**src/common/eq_pkg.sv**
```systemverilog
`default_nettype none

package eq_pkg;

    // one I or Q component
    localparam int SAMPLE_W = 16;

    // subcarriers per OFDM symbol
    localparam int NUM_SC = 64;
    localparam int SC_IDX_W = 6;

    // products, squared magnitude and quotients
    localparam int PROD_W = 32;

    // one quotient bit per divider stage
    localparam int DIV_STAGES = 32;

    // bit n belongs to subcarrier n: bit 0 is DC, bits 1..26 are +1..+26,
    // bits 38..63 are -26..-1
    localparam logic [NUM_SC-1:0] USED_SC_MASK =
        64'b1111111111111111111111111100000000000111111111111111111111111110;

    // pilots at -7, -21, +21, +7
    localparam logic [NUM_SC-1:0] PILOT_SC_MASK =
        64'b0000001000000000000010000000000000000000001000000000000010000000;

    localparam logic [NUM_SC-1:0] DATA_SC_MASK = USED_SC_MASK ^ PILOT_SC_MASK;

    localparam int NUM_DATA_SC = 48;

    // long training reference, a 1 means the symbol is -1 on that bin
    localparam logic [NUM_SC-1:0] LTS_REF =
        64'b0000101001100000010100110000000000000000010101100111110101001100;

    typedef enum logic [1:0] {
        S_FIRST_LTS,
        S_SECOND_LTS,
        S_DATA
    } est_state_t;

    // cycles from strobe in to strobe out per stage
    localparam int EST_LAT = 1;
    localparam int MULT_LAT = 2;
    localparam int DIV_LAT = DIV_STAGES + 2;
    localparam int SEL_LAT = 1;
    localparam int EQ_LAT = EST_LAT + MULT_LAT + DIV_LAT + SEL_LAT;

endpackage

`default_nettype wire
```
**src/logic/carrier_select.sv**
```systemverilog
`default_nettype none

module carrier_select
    import eq_pkg::*;
(
    input  logic                     clock,
    input  logic                     reset,
    input  logic signed [PROD_W-1:0] quot_i_i,
    input  logic signed [PROD_W-1:0] quot_q_i,
    input  logic [SC_IDX_W-1:0]      index_i,
    input  logic                     strobe_i,
    output logic [31:0]              sample_o,
    output logic                     sample_strobe_o
);

    logic is_data_sc;
    logic [15:0] packed_i, packed_q;

    // pilots, DC and guard bins are dropped here
    assign is_data_sc = DATA_SC_MASK[index_i];

    // sign bit on top of the low 15 bits
    assign packed_i = {quot_i_i[PROD_W-1], quot_i_i[14:0]};
    assign packed_q = {quot_q_i[PROD_W-1], quot_q_i[14:0]};

    always_ff @(posedge clock) begin
        sample_o <= {packed_i, packed_q};
    end

    always_ff @(posedge clock) begin
        if (reset) begin
            sample_strobe_o <= 1'b0;
        end else begin
            sample_strobe_o <= strobe_i && is_data_sc;
        end
    end

endmodule

`default_nettype wire

```
**config.mk**
```make
export PLATFORM = sky130hd
export DESIGN_NAME = carrier_select
export DESIGN_NICKNAME = d
export VERILOG_FILES = /design/src/common/eq_pkg.sv /design/src/logic/carrier_select.sv
export SDC_FILE = /design/constraint.sdc
export NUM_CORES = 1
export LEC_CHECK = 0
export BUFFER_PORTS_ARGS = -buffer_cell sky130_fd_sc_hd__buf_2
export CAP_MARGIN = 20
export CORE_ASPECT_RATIO = 1.5
export CORE_MARGIN = 2
export CORE_UTILIZATION = 31
export CTS_BUF_LIST = sky130_fd_sc_hd__clkbuf_16
export DETAILED_ROUTE_END_ITERATION = 10
export GPL_ROUTABILITY_DRIVEN = 0
export GPL_TIMING_DRIVEN = 0
export PLACE_DENSITY = 0.82
export RECOVER_POWER = 50
export SLEW_MARGIN = 40
export SYNTH_ARGS = -nofsm -noshare
export SYNTH_HDL_FRONTEND = slang
export SYNTH_SLANG_ARGS = --single-unit
export TNS_END_PERCENT = 1
```
**constraint.sdc**
```tcl
create_clock -name clock -period 2.15 [get_ports clock]
set_input_delay 0.1075 -clock clock [delete_from_list [all_inputs] [get_ports clock]]
set_output_delay 0.1075 -clock clock [all_outputs]
set_load 0.05 [all_outputs]
```
==> results by group <==
STA
  – Final period utilization: 0.525
  – Fmax: 886 MHz
  – Rel. slew slack: 0.610
  – RSZ-0062 raised after global routing: no
  – Crit path time final: 1.13 ns
  – Hold_ws: 0.0487 ns
  – Fin. max-slew vios: 0
  – # setup viols final: 0
  – Final hold vios: 0
  – TNS Setup: 0 ns
  – Least-Margin Pin Slew: 0.587 ns

Routing
  – Vias/cell: 4.24
  – Post-DRT Antenna Nets: 0
  – Post-route DRC violation count: 0
  – Wirelength per Cell: 12.0 um
  – Via Count: 784
  – DRT iter0 DRCs: 2
  – Drt total wl: 2220 um
  – DR pass1 iterations: 4

Logic synthesis
  – Synth area leader: dfxtp_1
  – Post-synthesis area per instance: 15.6 um2
  – Syn Nets: 122
  – Yosys cell types: 12
  – Synth warnings: 0
  – Synth top area cells: dfxtp_1 (87%), nor2_1 (2.0%), a211oi_2 (1.6%)
  – Sequential area share after synthesis: 0.866
  – Seq cells post-synth: 33
  – Mapped Cells: 49
  – Post-synth top area share: 0.866
  – Netlist Area Pre-Place: 763 um2

CTS
  – CTS Buffer Depth: 2
  – CTS tree: done
  – Clock transition at path regs: 0.05 ns
  – Total setup buffers inserted after CTS: 0
  – Root buf cell: clkbuf_16
  – TritonCTS Buffers: 5
  – H-tree depth: 2
  – Clk sinks: 33

Floorplan
  – Die X: 44.5 um
  – Core Rows: 22
  – I/O pin total: 106
  – Core footprint: 2390 um2
  – Initial Util: 0.319
  – Die Y: 64.8 um
  – Die area: 2880 um2

Critical path
  – Cells along the critical path: clkbuf_1
  – Levels on crit path: 1
  – Crit path kind: register to output pin
  – CP max stage cell: clkbuf_1
  – Delay-heaviest family, CP: buffers and inverters
  – CP peak stage delay: 0.46 ns
  – Worst EP arrival: 1.02 ns
  – Element type at the critical path start: register
  – WP buf/inv: 1
  – Setup crit end kind: output pin
  – Worst Setup SP: sample_o[27]$_DFF_P_
  – Crit-path max FO: 1
  – Worst EP required: 2.04 ns

Placement
  – Port Buf Inserts: 73
  – Post-DP HPWL: 1340 um

Power and ir drop
  – P_sw: 373 uW
  – Internal power: 1150 uW
  – Clk network pwr share: 0.407
  – Gate power share: 0.164
  – Net Sw Frac: 0.245
  – PwrDens: 945 nW/um2
  – Leakage Power: 0.000814 uW
  – Seq pwr share: 0.430
  – Worst vdd ir: 0.694 mV

Layout
  – Layout area overhead: 111%
  – Nets: 234
  – Layout cell share with drive strength beyond 1: 0.484
  – ANT cells: 0

GRT
  – Initial antenna violation count: 0
  – Gr usage total: 0.167
  – GRT overflow: 0
  – Global-route wire length before repair: 3320 um
  – Vias in the first global route: 853
  – Largest net degree at the start of global routing: 10

Run status
  – Status: complete, no violations

Worst hold path
  – Hold path depth: 2
  – Hold WC Path Type: primary input to register
  – Hold worst-path end: sample_strobe_o$_SDFF_PP0_
  – Hold wc startpoint: index_i[0]

Job
  – Max-cap violation count: 0
[layout by cell type, fill, tap and decap left out, types with 4 or more instances in the layout]
master / Yosys / layout
clkbuf_16: 0 / 5
dfxtp_1: 33 / 33
buf_2: 0 / 72
dlygate4sd3_1: 0 / 32
nor2_1: 4 / 4
inv_1: 3 / 4
[registers in the layout (all words and copies together), names as in the netlist]
name,count
sample_strobe_o,1
sample_o,32
[cell usage after synthesis, drive strengths merged]
cell type  count
dfxtp         33
nor2           4
inv            3
a211oi         1
a221oi         1
a311o          1
and3b          1
mux2i          1
nor2b          1
o21ai          1
o22ai          1
o32ai          1
[worst max-delay path by stage]
| stage | endpoint | slack (ns) |
|---|---|---|
| after floorplan | sample_strobe_o$_SDFF_PP0_ | 1.25 |
| after global placement | sample_strobe_o$_SDFF_PP0_ | 1.07 |
| after detailed placement | sample_strobe_o$_SDFF_PP0_ | 0.93 |
| after CTS | sample_o[6] | 1.20 |
| after global routing | sample_o[27] | 1.0 |
| final | sample_o[27] | 1.02 |
[routing by layer]
| metal | global-route usage | wire [um] | up-vias |
|---|---|---|---|
| li1 | - | - | 385 |
| met4 | 0.0795 | 51 | 0 |
| met1 | 0.127 | 670 | 343 |
| met5 | 0 | 0 | - |
| met2 | 0.322 | 1290 | 50 |
| met3 | 0.0752 | 207 | 6 |
[cell families (layout without fill, tap and decap cells)]
kind of cell	after synthesis	in the layout	share of synthesized area
muxes	1	1	0.0131
DFF	33	33	0.866
and+or+nand+nor	6	6	0.0393
AOI/OAI and AO/OA	6	6	0.0672
buffers and inverters	3	115	0.0148
[metrics by stage]
step,cell area (um2),worst slack (ns),cells,total power (uW),utilization
finish,1610,1.02,185,1520,0.672
global placement,1160,1.07,146,863,0.484
CTS,1610,1.20,185,1540,0.673
floorplan,763,1.25,49,796,-
global route,1610,0.997,185,1580,0.672
detailed placement,1160,0.930,146,869,0.484
[power by group through the flow]
stage	logic [uW]	registers, uW	clock network (uW)
floorplan	11.8	785	0
detailed placement	203	665	0
global route	261	656	667
finish	249	654	619
CTS	248	654	642
global placement	199	664	0
[final cells by class]
cell class                 count  area (um2)
clock inverter                 2        7.51
tap                           24        30.0
fill                         179         785
sequential                    33         661
timing repair buffer         105         684
multi-input combinational     13        91.3
clock buffer                   5         125
inverter                       3        11.3
[timing repair]
item	in CTS	in global routing
hold buffers	32	0
gates resized for setup	0	0
hold endpoints to repair	32	0
Power figures use the tool's default switching activity.
