[src/common/eq_pkg.sv]
`default_nettype none

package eq_pkg;

    // one I or Q component
    localparam int SAMPLE_W = 16;

    // subcarriers per OFDM symbol
    localparam int NUM_SC = 64;
    localparam int SC_IDX_W = 6;

    // products, squared magnitude and quotients
    localparam int PROD_W = 32;

    // one quotient bit per divider stage
    localparam int DIV_STAGES = 32;

    // bit n belongs to subcarrier n: bit 0 is DC, bits 1..26 are +1..+26,
    // bits 38..63 are -26..-1
    localparam logic [NUM_SC-1:0] USED_SC_MASK =
        64'b1111111111111111111111111100000000000111111111111111111111111110;

    // pilots at -7, -21, +21, +7
    localparam logic [NUM_SC-1:0] PILOT_SC_MASK =
        64'b0000001000000000000010000000000000000000001000000000000010000000;

    localparam logic [NUM_SC-1:0] DATA_SC_MASK = USED_SC_MASK ^ PILOT_SC_MASK;

    localparam int NUM_DATA_SC = 48;

    // long training reference, a 1 means the symbol is -1 on that bin
    localparam logic [NUM_SC-1:0] LTS_REF =
        64'b0000101001100000010100110000000000000000010101100111110101001100;

    typedef enum logic [1:0] {
        S_FIRST_LTS,
        S_SECOND_LTS,
        S_DATA
    } est_state_t;

    // cycles from strobe in to strobe out per stage
    localparam int EST_LAT = 1;
    localparam int MULT_LAT = 2;
    localparam int DIV_LAT = DIV_STAGES + 2;
    localparam int SEL_LAT = 1;
    localparam int EQ_LAT = EST_LAT + MULT_LAT + DIV_LAT + SEL_LAT;

endpackage

`default_nettype wire
[src/logic/conj_mult.sv]
`default_nettype none

module conj_mult
    import eq_pkg::*;
(
    input  logic                       clock,
    input  logic                       reset,
    input  logic signed [SAMPLE_W-1:0] data_i_i,
    input  logic signed [SAMPLE_W-1:0] data_q_i,
    input  logic signed [SAMPLE_W-1:0] est_i_i,
    input  logic signed [SAMPLE_W-1:0] est_q_i,
    input  logic [SC_IDX_W-1:0]        index_i,
    input  logic                       strobe_i,
    output logic signed [PROD_W-1:0]   prod_i_o,
    output logic signed [PROD_W-1:0]   prod_q_o,
    output logic [PROD_W-1:0]          mag_sq_o,
    output logic [SC_IDX_W-1:0]        index_o,
    output logic                       strobe_o
);

    // stage one partial products
    logic signed [PROD_W-1:0] xi_hi, xq_hq, xq_hi, xi_hq;
    logic signed [PROD_W-1:0] hi_sq, hq_sq;
    logic [SC_IDX_W-1:0] index_d;
    logic strobe_d;

    always_ff @(posedge clock) begin
        xi_hi <= data_i_i * est_i_i;
        xq_hq <= data_q_i * est_q_i;
        xq_hi <= data_q_i * est_i_i;
        xi_hq <= data_i_i * est_q_i;
        hi_sq <= est_i_i * est_i_i;
        hq_sq <= est_q_i * est_q_i;
        index_d <= index_i;

        // x times conj(h)
        prod_i_o <= xi_hi + xq_hq;
        prod_q_o <= xq_hi - xi_hq;
        mag_sq_o <= $unsigned(hi_sq + hq_sq);
        index_o <= index_d;
    end

    always_ff @(posedge clock) begin
        if (reset) begin
            strobe_d <= 1'b0;
            strobe_o <= 1'b0;
        end else begin
            strobe_d <= strobe_i;
            strobe_o <= strobe_d;
        end
    end

endmodule

`default_nettype wire

[config.mk]
export PLATFORM = sky130hd
export DESIGN_NAME = conj_mult
export DESIGN_NICKNAME = d
export VERILOG_FILES = /design/src/common/eq_pkg.sv /design/src/logic/conj_mult.sv
export SDC_FILE = /design/constraint.sdc
export NUM_CORES = 2
export LEC_CHECK = 0
export BUFFER_PORTS_ARGS = -buffer_cell sky130_fd_sc_hd__buf_2
export CORE_ASPECT_RATIO = 1.75
export CORE_MARGIN = 2
export CORE_UTILIZATION = 34
export CTS_BUF_LIST = sky130_fd_sc_hd__clkbuf_16
export DETAILED_ROUTE_END_ITERATION = 8
export PLACE_DENSITY = 0.59
export SYNTH_ARGS = -nofsm -noshare
export SYNTH_HDL_FRONTEND = slang
export SYNTH_SLANG_ARGS = --single-unit
[constraint.sdc]
create_clock -name clock -period 8.6 [get_ports clock]
set_clock_uncertainty 0.1 [all_clocks]
set_input_delay 0.43 -clock clock [delete_from_list [all_inputs] [get_ports clock]]
set_output_delay 0.43 -clock clock [all_outputs]
set_load 0.005 [all_outputs]
==> impl_metrics.toml <==
[cells_and_area]
final_nets = 9457
layout-drive-gt1-share_pct = 4.62
fin_area_um2 = 72500
area_growth_pct = 7.33
fillCellCount = 20052
fin_util_pct = 36.7

[critical_path]
cp.buffers_inverters = 3
path_class = "in -> reg"
critPathArrivalTime_ns = 7.26
crit_family = "adder cells"
endpoint_kind = "flop"
crit_chain = "buf_2, and2_1, fa_1, fa_1, fa_1, fa_1, fa_1, inv_1, fa_1, inv_1, ha_1, nand3_1, or3_1, o21ai_0, o31a_1, o31ai_1, or4b_1, o311ai_1"
worstPathMaxFanout = 43
path_depth = 18
worstPathRequired_ns = 9.04
cp-start-kind = "input pin"
worst-r2r-cell-count = 12
cp_common_cell = "fa_1"
critPathMaxStageDelay_ns = 0.88
crit_slowest_cell = "buf_2"

[global_routing]
globalRouteMet1Util_pct = 18.9
antenna_found_initial = 26
grt_pass1_vias = 53951
grt_pass1_wl_um = 286000
grtUsageMet2_pct = 34.0
met3_usage_pct = 2.04
busiest_layer = "met2"
grt.total_usage_pct = 18.1
grt_overflow = 0
grt_max_degree = 49

[logic_synthesis]
syn_nets = 9449
yosysTopAreaCellShare_pct = 45.0
seq_area_frac_synth_pct = 8.90
synth_seq_cells = 300
synth_cell_types = 82
yosysWarnings = 0
avgSynthCellArea_um2 = 9.31
synth.most_common_cell = "inv_1"
synth-main-ff-cell = "dfxtp_1"
synth_edf_count = 0
yosysTopAreaCell = "fa_1"
ys_top_cells_by_count = "inv_1, fa_1, nand2_1"
synthArstFlopShare_pct = 0
yosys-top-cells-area = "fa_1, ha_1, inv_1, dfxtp_1, and2_1"
syn_area_um2 = 67500
syn-instance-count = 7252

[sta]
fin_crit_ns = 6.82
grt_setup_unrepaired = "false"
final.period_utilization_pct = 79.3
setup_tns_ns = 0
setup_viol = 0
slew_headroom_pct = 16.0
tightest_slew_ns = 1.26
drv_slew = 0
timing.fmax_mhz = 147
hold_viol = 0

[placement]
dp_hpwl_um = 146000
place.gp.congestion = 0.881
port_buffers = 175
dpl_cell_area_um2 = 71100

[min_path]
hold_path_depth = 1
hp-class = "in -> reg"

[floorplanning]
start_util_pct = 34.2
die_x_um = 341
core_um2 = 198000
die_h_um = 593
dieArea_um2 = 202000
row_count = 216
io_pins = 176

[clock_tree]
insertion_delay_ns = 0.65
cts.hold.buffers_added = 8
cts_buffers = 38
cts.path.max_buffers = 3
cts.sinks = 300
cts_tree = "built"
cts_resized = 0
htree_num_levels = 2
post_cts_buffers = 0
root_buffer = "clkbuf_16"
clk_pin_slew_worst_paths_ns = 0.06

[drt]
routedWlPerCell_um = 17.7
drc = 0
vias = 47267
drt_wl_total_um = 175000
first_pass_iters = 6
routed_via_density = 4.77
drtIter0Drc = 1932
ant_nets = 0

[job]
maxCapViolCount = 0

[run_status]
status = "finished clean"
[sequential cells by signal, indices dropped and copies added, names as in the netlist]
name,cells
xq_hq,32
xi_hi,32
hq_sq,31
mag_sq_o,32
hi_sq,31
index_o,6
strobe_o,1
xq_hi,32
strobe_d,1
prod_q_o,32
index_d,6
xi_hq,32
prod_i_o,32
[layout make-up]
type                    count  area [um^2]  share of cell area (%)
multi-input cells        4836        53600                    73.9
inverters                1846         6930                    9.56
flip-flops and latches    300         6010                    8.29
well taps                2616         3270                    4.52
repair buffers            238         1370                    1.89
clock buffers              38          951                    1.31
clock inverters            30          347                   0.478
diodes                     10         25.0                  0.0345
[worst paths after layout]
kind	start	endpoint	slack (ns)
setup reg to reg	xq_hi[0]	prod_q_o[28]	5.30
setup / recovery	est_i_i[1]	hi_sq[30]	1.78
hold / removal	est_i_i[0]	hi_sq[0]	0.13
hold reg to reg	index_d[1]	index_o[1]	0.23
[stage by stage]
stage	std cells	hold WS, ns	worst slack [ns]
after floorplan	7252	0.210	2.13
after global placement	9828	0.215	1.24
after detailed placement	9828	0.219	1.13
after CTS	9904	0.0596	1.81
after global routing	9907	0.100	1.40
final	9914	0.131	1.78
[kinds of logic after synthesis]
group,Yosys count,share of synthesized area (%)
fa+ha+maj,2124,56.2
buf+inv,2116,11.8
simple gates,1746,12.6
compound gates,651,6.45
xor+xnor,309,4.01
flops,300,8.90
mux,6,0.0890
[layout by cell type, fill, tap and decap left out, types with 37 or more instances in the layout]
master,synthesis,final
inv_1,1845,1849
fa_1,1516,1516
nand2_1,703,703
ha_1,608,608
and2_1,564,564
dfxtp_1,300,300
xnor2_1,248,248
nor2_1,245,245
a21oi_1,190,190
buf_2,0,175
a21o_1,104,104
o21ai_0,89,89
xor2_1,61,61
buf_4,0,55
nor3_1,50,50
clkbuf_16,0,38
o21a_1,37,37
[metal layers]
metal | wire length (um) | share of wire (%) | vias to the layer above
met5 | 115 | 0.066 | -
met4 | 13100 | 7.5 | 20
met3 | 6630 | 3.8 | 376
met2 | 94900 | 54 | 1031
met1 | 60700 | 35 | 24343
li1 | - | - | 21497
Power is left out: the tool's default activity adds up to more than one toggle a clock period on the data nets, which glitch-free logic cannot reach.
