**src/common/eq_pkg.sv**
```systemverilog
`default_nettype none

package eq_pkg;

    // one I or Q component
    localparam int SAMPLE_W = 16;

    // subcarriers per OFDM symbol
    localparam int NUM_SC = 64;
    localparam int SC_IDX_W = 6;

    // products, squared magnitude and quotients
    localparam int PROD_W = 32;

    // one quotient bit per divider stage
    localparam int DIV_STAGES = 32;

    // bit n belongs to subcarrier n: bit 0 is DC, bits 1..26 are +1..+26,
    // bits 38..63 are -26..-1
    localparam logic [NUM_SC-1:0] USED_SC_MASK =
        64'b1111111111111111111111111100000000000111111111111111111111111110;

    // pilots at -7, -21, +21, +7
    localparam logic [NUM_SC-1:0] PILOT_SC_MASK =
        64'b0000001000000000000010000000000000000000001000000000000010000000;

    localparam logic [NUM_SC-1:0] DATA_SC_MASK = USED_SC_MASK ^ PILOT_SC_MASK;

    localparam int NUM_DATA_SC = 48;

    // long training reference, a 1 means the symbol is -1 on that bin
    localparam logic [NUM_SC-1:0] LTS_REF =
        64'b0000101001100000010100110000000000000000010101100111110101001100;

    typedef enum logic [1:0] {
        S_FIRST_LTS,
        S_SECOND_LTS,
        S_DATA
    } est_state_t;

    // cycles from strobe in to strobe out per stage
    localparam int EST_LAT = 1;
    localparam int MULT_LAT = 2;
    localparam int DIV_LAT = DIV_STAGES + 2;
    localparam int SEL_LAT = 1;
    localparam int EQ_LAT = EST_LAT + MULT_LAT + DIV_LAT + SEL_LAT;

endpackage

`default_nettype wire
```
**src/channel_estimate/lts_estimator.sv**
```systemverilog
`default_nettype none

module lts_estimator
    import eq_pkg::*;
(
    input  logic                       clock,
    input  logic                       reset,
    input  logic [31:0]                sample_i,
    input  logic                       sample_strobe_i,
    output logic signed [SAMPLE_W-1:0] data_i_o,
    output logic signed [SAMPLE_W-1:0] data_q_o,
    output logic signed [SAMPLE_W-1:0] est_i_o,
    output logic signed [SAMPLE_W-1:0] est_q_o,
    output logic [SC_IDX_W-1:0]        index_o,
    output logic                       strobe_o
);

    est_state_t state;
    logic [SC_IDX_W-1:0] idx_q;
    logic [SC_IDX_W-1:0] idx_d;
    logic mean_stb;

    // channel estimate per subcarrier, I high and Q low
    logic [31:0] est_ram [NUM_SC];
    logic [31:0] rd_word;
    logic [31:0] samp_q;

    logic ram_we;
    logic [SC_IDX_W-1:0] ram_waddr;
    logic [31:0] ram_wdata;

    logic signed [SAMPLE_W-1:0] old_i, old_q, new_i, new_q;
    logic signed [SAMPLE_W:0] sum_i, sum_q;
    logic signed [SAMPLE_W-1:0] half_i, half_q;
    logic signed [SAMPLE_W-1:0] mean_i, mean_q;

    assign old_i = rd_word[31:16];
    assign old_q = rd_word[15:0];
    assign new_i = samp_q[31:16];
    assign new_q = samp_q[15:0];

    // half-sum floors, the reference sign is applied afterwards
    assign sum_i = old_i + new_i;
    assign sum_q = old_q + new_q;
    assign half_i = sum_i[SAMPLE_W:1];
    assign half_q = sum_q[SAMPLE_W:1];
    assign mean_i = LTS_REF[idx_d] ? -half_i : half_i;
    assign mean_q = LTS_REF[idx_d] ? -half_q : half_q;

    // first LTS writes raw samples, second LTS writes the mean a cycle later
    assign ram_we = (state == S_FIRST_LTS && sample_strobe_i) || mean_stb;
    assign ram_waddr = mean_stb ? idx_d : idx_q;
    assign ram_wdata = mean_stb ? {mean_i, mean_q} : sample_i;

    always_ff @(posedge clock) begin
        if (ram_we) begin
            est_ram[ram_waddr] <= ram_wdata;
        end
        rd_word <= est_ram[idx_q];
        samp_q <= sample_i;
        idx_d <= idx_q;
    end

    always_ff @(posedge clock) begin
        if (reset) begin
            state <= S_FIRST_LTS;
            idx_q <= '0;
            mean_stb <= 1'b0;
            strobe_o <= 1'b0;
        end else begin
            mean_stb <= sample_strobe_i && (state == S_SECOND_LTS);
            strobe_o <= sample_strobe_i && (state == S_DATA);
            if (sample_strobe_i) begin
                idx_q <= idx_q + 1'b1;
                if (idx_q == SC_IDX_W'(NUM_SC - 1)) begin
                    case (state)
                        S_FIRST_LTS:  state <= S_SECOND_LTS;
                        S_SECOND_LTS: state <= S_DATA;
                        default:      state <= S_DATA;
                    endcase
                end
            end
        end
    end

    assign data_i_o = samp_q[31:16];
    assign data_q_o = samp_q[15:0];
    assign est_i_o = rd_word[31:16];
    assign est_q_o = rd_word[15:0];
    assign index_o = idx_d;

endmodule

`default_nettype wire

```
**config.mk**
```make
export PLATFORM = sky130hd
export DESIGN_NAME = lts_estimator
export DESIGN_NICKNAME = d
export VERILOG_FILES = /design/src/common/eq_pkg.sv /design/src/channel_estimate/lts_estimator.sv
export SDC_FILE = /design/constraint.sdc
export NUM_CORES = 2
export LEC_CHECK = 0
export ABC_AREA = 0
export BUFFER_PORTS_ARGS = -buffer_cell sky130_fd_sc_hd__buf_4
export CORE_MARGIN = 2
export CORE_UTILIZATION = 63
export DETAILED_ROUTE_END_ITERATION = 8
export HOLD_SLACK_MARGIN = 0.1
export PLACE_DENSITY = 0.84
export SLEW_MARGIN = 20
export SYNTH_ARGS = -nofsm -noshare
export SYNTH_HDL_FRONTEND = slang
export SYNTH_SLANG_ARGS = --single-unit
```
**constraint.sdc**
```tcl
create_clock -name clock -period 8.05 [get_ports clock]
set_input_delay 2.0125 -clock clock [delete_from_list [all_inputs] [get_ports clock]]
set_output_delay 2.0125 -clock clock [all_outputs]
set_load 0.005 [all_outputs]
```
==> results.cfg <==
[global_routing]
grt_pass1_vias = 42700
antenna_found_initial = 30
grtUsageTotal = 0.358
gr-total-overflow = 0
grt_first_pass_wirelength_microns = 333000
grt_max_degree = 155

[pwr]
p_sw_frac = 0.243
max-vdd-ir-drop_uv = 225
seqPwrFrac = 0.513
p_per_area_mw_per_mm2 = 258
power_leakage_nw = 28.4
internal_power_mw = 18.2
power.switching_mw = 5.84
pwr-share-clk = 0.394
p_comb_frac = 0.093

[synthesis]
ys_seq_area_frac = 0.762
synth_nets = 3718
ys_warn_count = 0
synth_top_family_by_area = multiplexers
netlist_area_sq_mm = 0.0828
syn_area_per_cell_sq_um = 22.7
synth_xor_area_frac = 0.00455
synthMuxAreaShare = 0.179
synth-compound-area-share = 0.0182
synth-simple-area-share = 0.0195
ys.flop_type = edfxtp_1
synth_edf_count = 2048
ys_ff_latch = 2129
synthArstFlopShare = 0
syn_inst = 3645
synthAdderAreaFrac = 0.00592
ys_types = 78

[status]
status = finished, final reports clean

[clocking]
htreeDepth = 4
postCtsSetupRepairBufs = 0
numCtsBuffers = 197
clk_pin_slew_ns = 0.06
cts_root_buf = clkbuf_16
cts_max_path_buffers = 3
ctsHoldBuffers = 0
clk_latency_ns = 0.84
cts.sinks = 2129
ctsResizeCount = 0
cts_tree = done

[detailed_routing]
route.detailed.drc = 0
drt-initial-drc-count = 8354
ant_nets = 0
wl_per_cell_microns = 42.1
drt_pass1_iterations = 8
wirelength_microns = 243000
vias = 43200
vias_per_cell = 7.49

[setup_path]
worstPathArrival_ns = 6.09
cp-end-kind = register
setup.worst_path.class = input pin to register
crit_path_max_fanout = 32
startpoint_type = input pin
rr_worst_depth = 10
cp.required_ns = 8.50

[timing]
min_period_ns = 5.64
slew_viol_final = 0
max_slew_margin = 0.106
rsz0062_at_grt = no
period_share = 0.700
finalSetupTns_ns = 0
fmax_mhz = 177
hold_violations = 0
tightest_slew_ns = 1.33
skew_ns = 0.0559
finalSetupViolCount = 0

[floorplan]
start_util = 0.633
die_y_microns = 367
rows = 133
core_area_sq_mm = 0.131
die-area_sq_mm = 0.134
num_io_pins = 106
die_w_microns = 367

[final_layout]
nNetsFinal = 3910
syn_to_final_growth_pct = 12.6
drive_above_1_share = 0.312
final_cells = 5765

[placed_design]
dp.cells = 5372
place_hpwl_microns = 126000
port_buffers = 105
gp_congestion = 0.930

[job]
drv_cap = 0

[hold_path]
min_path_type = register to register
whs_path_depth = 1
-- synth_stat cells (5+ instances only) --
cell type  count  area share
o21a_1         8     0.00072
xor2_1        17      0.0018
nand2_1       91      0.0041
nand3_1       15     0.00091
a21o_1         8     0.00072
nor3b_1        6     0.00054
a21oi_1       49      0.0030
ha_1          36      0.0054
mux4_2       656        0.18
o21ai_0       32      0.0019
clkbuf_1     107      0.0048
buf_1         41      0.0019
a31oi_1       24      0.0018
nor3_1        12     0.00072
o211ai_1       5     0.00045
nor2_1       136      0.0062
buf_2         39      0.0024
o31ai_1        5     0.00045
and2_1        20      0.0015
a211oi_1      30      0.0027
dfxtp_1       81       0.020
nand4_1        8     0.00060
nand2b_1       8     0.00060
edfxtp_1    2048        0.74
a221oi_1       5     0.00053
nor2b_1        8     0.00060
xnor2_1       26      0.0027
inv_1         17     0.00077
mux2_2         7     0.00095
or3_1         10     0.00076
-- power groups by stage --
| stage | combinational (mW) | clock [mW] | sequential (mW) |
|---|---|---|---|
| 2_1_floorplan | 1.35 | 0 | 12.5 |
| 3_3_place_gp | 2.02 | 0 | 12.6 |
| 3_5_place_dp | 2.09 | 0 | 12.6 |
| 4_1_cts | 2.14 | 9.42 | 12.3 |
| 5_1_grt | 2.30 | 9.83 | 12.3 |
| 6_report | 2.24 | 9.48 | 12.3 |
-- layer usage --
metal	global-route usage	wire length (microns)
met4	0.177	16400
met1	0.473	75400
met2	0.549	114000
met5	0	253
met3	0.113	36900
-- worst paths after layout --
path,startpoint,end,slack [ns]
max reg2reg,rd_word[22],est_ram[48][28],2.93
max,sample_strobe_i,est_ram[43][26],2.41
min reg2reg,state[1],mean_stb,0.56
min,state[1],mean_stb,0.56
-- placed cells by master, fill, tap and decap left out, types with 12 or more instances in the layout --
cell type	count
edfxtp_1	2048
mux4_2	656
clkbuf_16	199
buf_4	156
nand2_1	88
dfxtp_1	75
nor2_1	72
nor2_4	64
clkbuf_1	43
clkinv_1	39
ha_1	36
a21oi_1	34
a211oi_1	30
o21ai_0	30
clkinv_2	29
xnor2_1	26
and2_1	20
a31oi_1	20
inv_1	17
xor2_1	17
buf_12	17
bufinv_16	16
a21oi_4	15
nand3_1	13
nor3_1	12
-- worst max-delay path: stages --
cell and delay, ns:
buf_4 0.15, nor3b_1 0.73, nand2_1 0.22, o21ai_0 0.80, nand2_1 0.98, nor2_4 1.14
-- flip-flops by register name, indices dropped and copies added (netlist names), named ones only --
register,count
est_ram,2048
strobe_o,1
idx_q,6
samp_q,32
mean_stb,1
index_o,6
state,2
rd_word,32
-- cells by family after synthesis --
logic type               after synthesis
adder cells (fa/ha/maj)               38
AO/OA/AOI/OAI                        216
flip-flops                          2129
XOR/XNOR                              43
buffers and inverters                211
multiplexers                         664
AND/OR/NAND/NOR                      344
-- stage by stage --
| step | hold slack [ns] | setup slack (ns) | util | cell area [sq um] | total power, mW |
|---|---|---|---|---|---|
| after floorplan | 0.329 | 2.28 | - | 82800 | 13.8 |
| after global placement | 0.489 | 2.54 | 0.659 | 86400 | 14.6 |
| after detailed placement | 0.497 | 2.18 | 0.659 | 86400 | 14.7 |
| after CTS | 0.542 | 2.83 | 0.708 | 92700 | 23.9 |
| after global routing | 0.569 | 2.69 | 0.712 | 93200 | 24.5 |
| final | 0.560 | 2.41 | 0.712 | 93300 | 24.1 |
-- area by class of cell --
cell class              count  area, sq um
fillers                  6783        37700
clock inverters           112         1120
multi-input cells        1305        19700
repair buffers            184         1810
well taps                1755         2200
clock buffers             249         5240
inverters                  20         75.1
flip-flops and latches   2129        63100
diodes                     11         27.5
No activity file was read; power rests on OpenSTA's default activity.
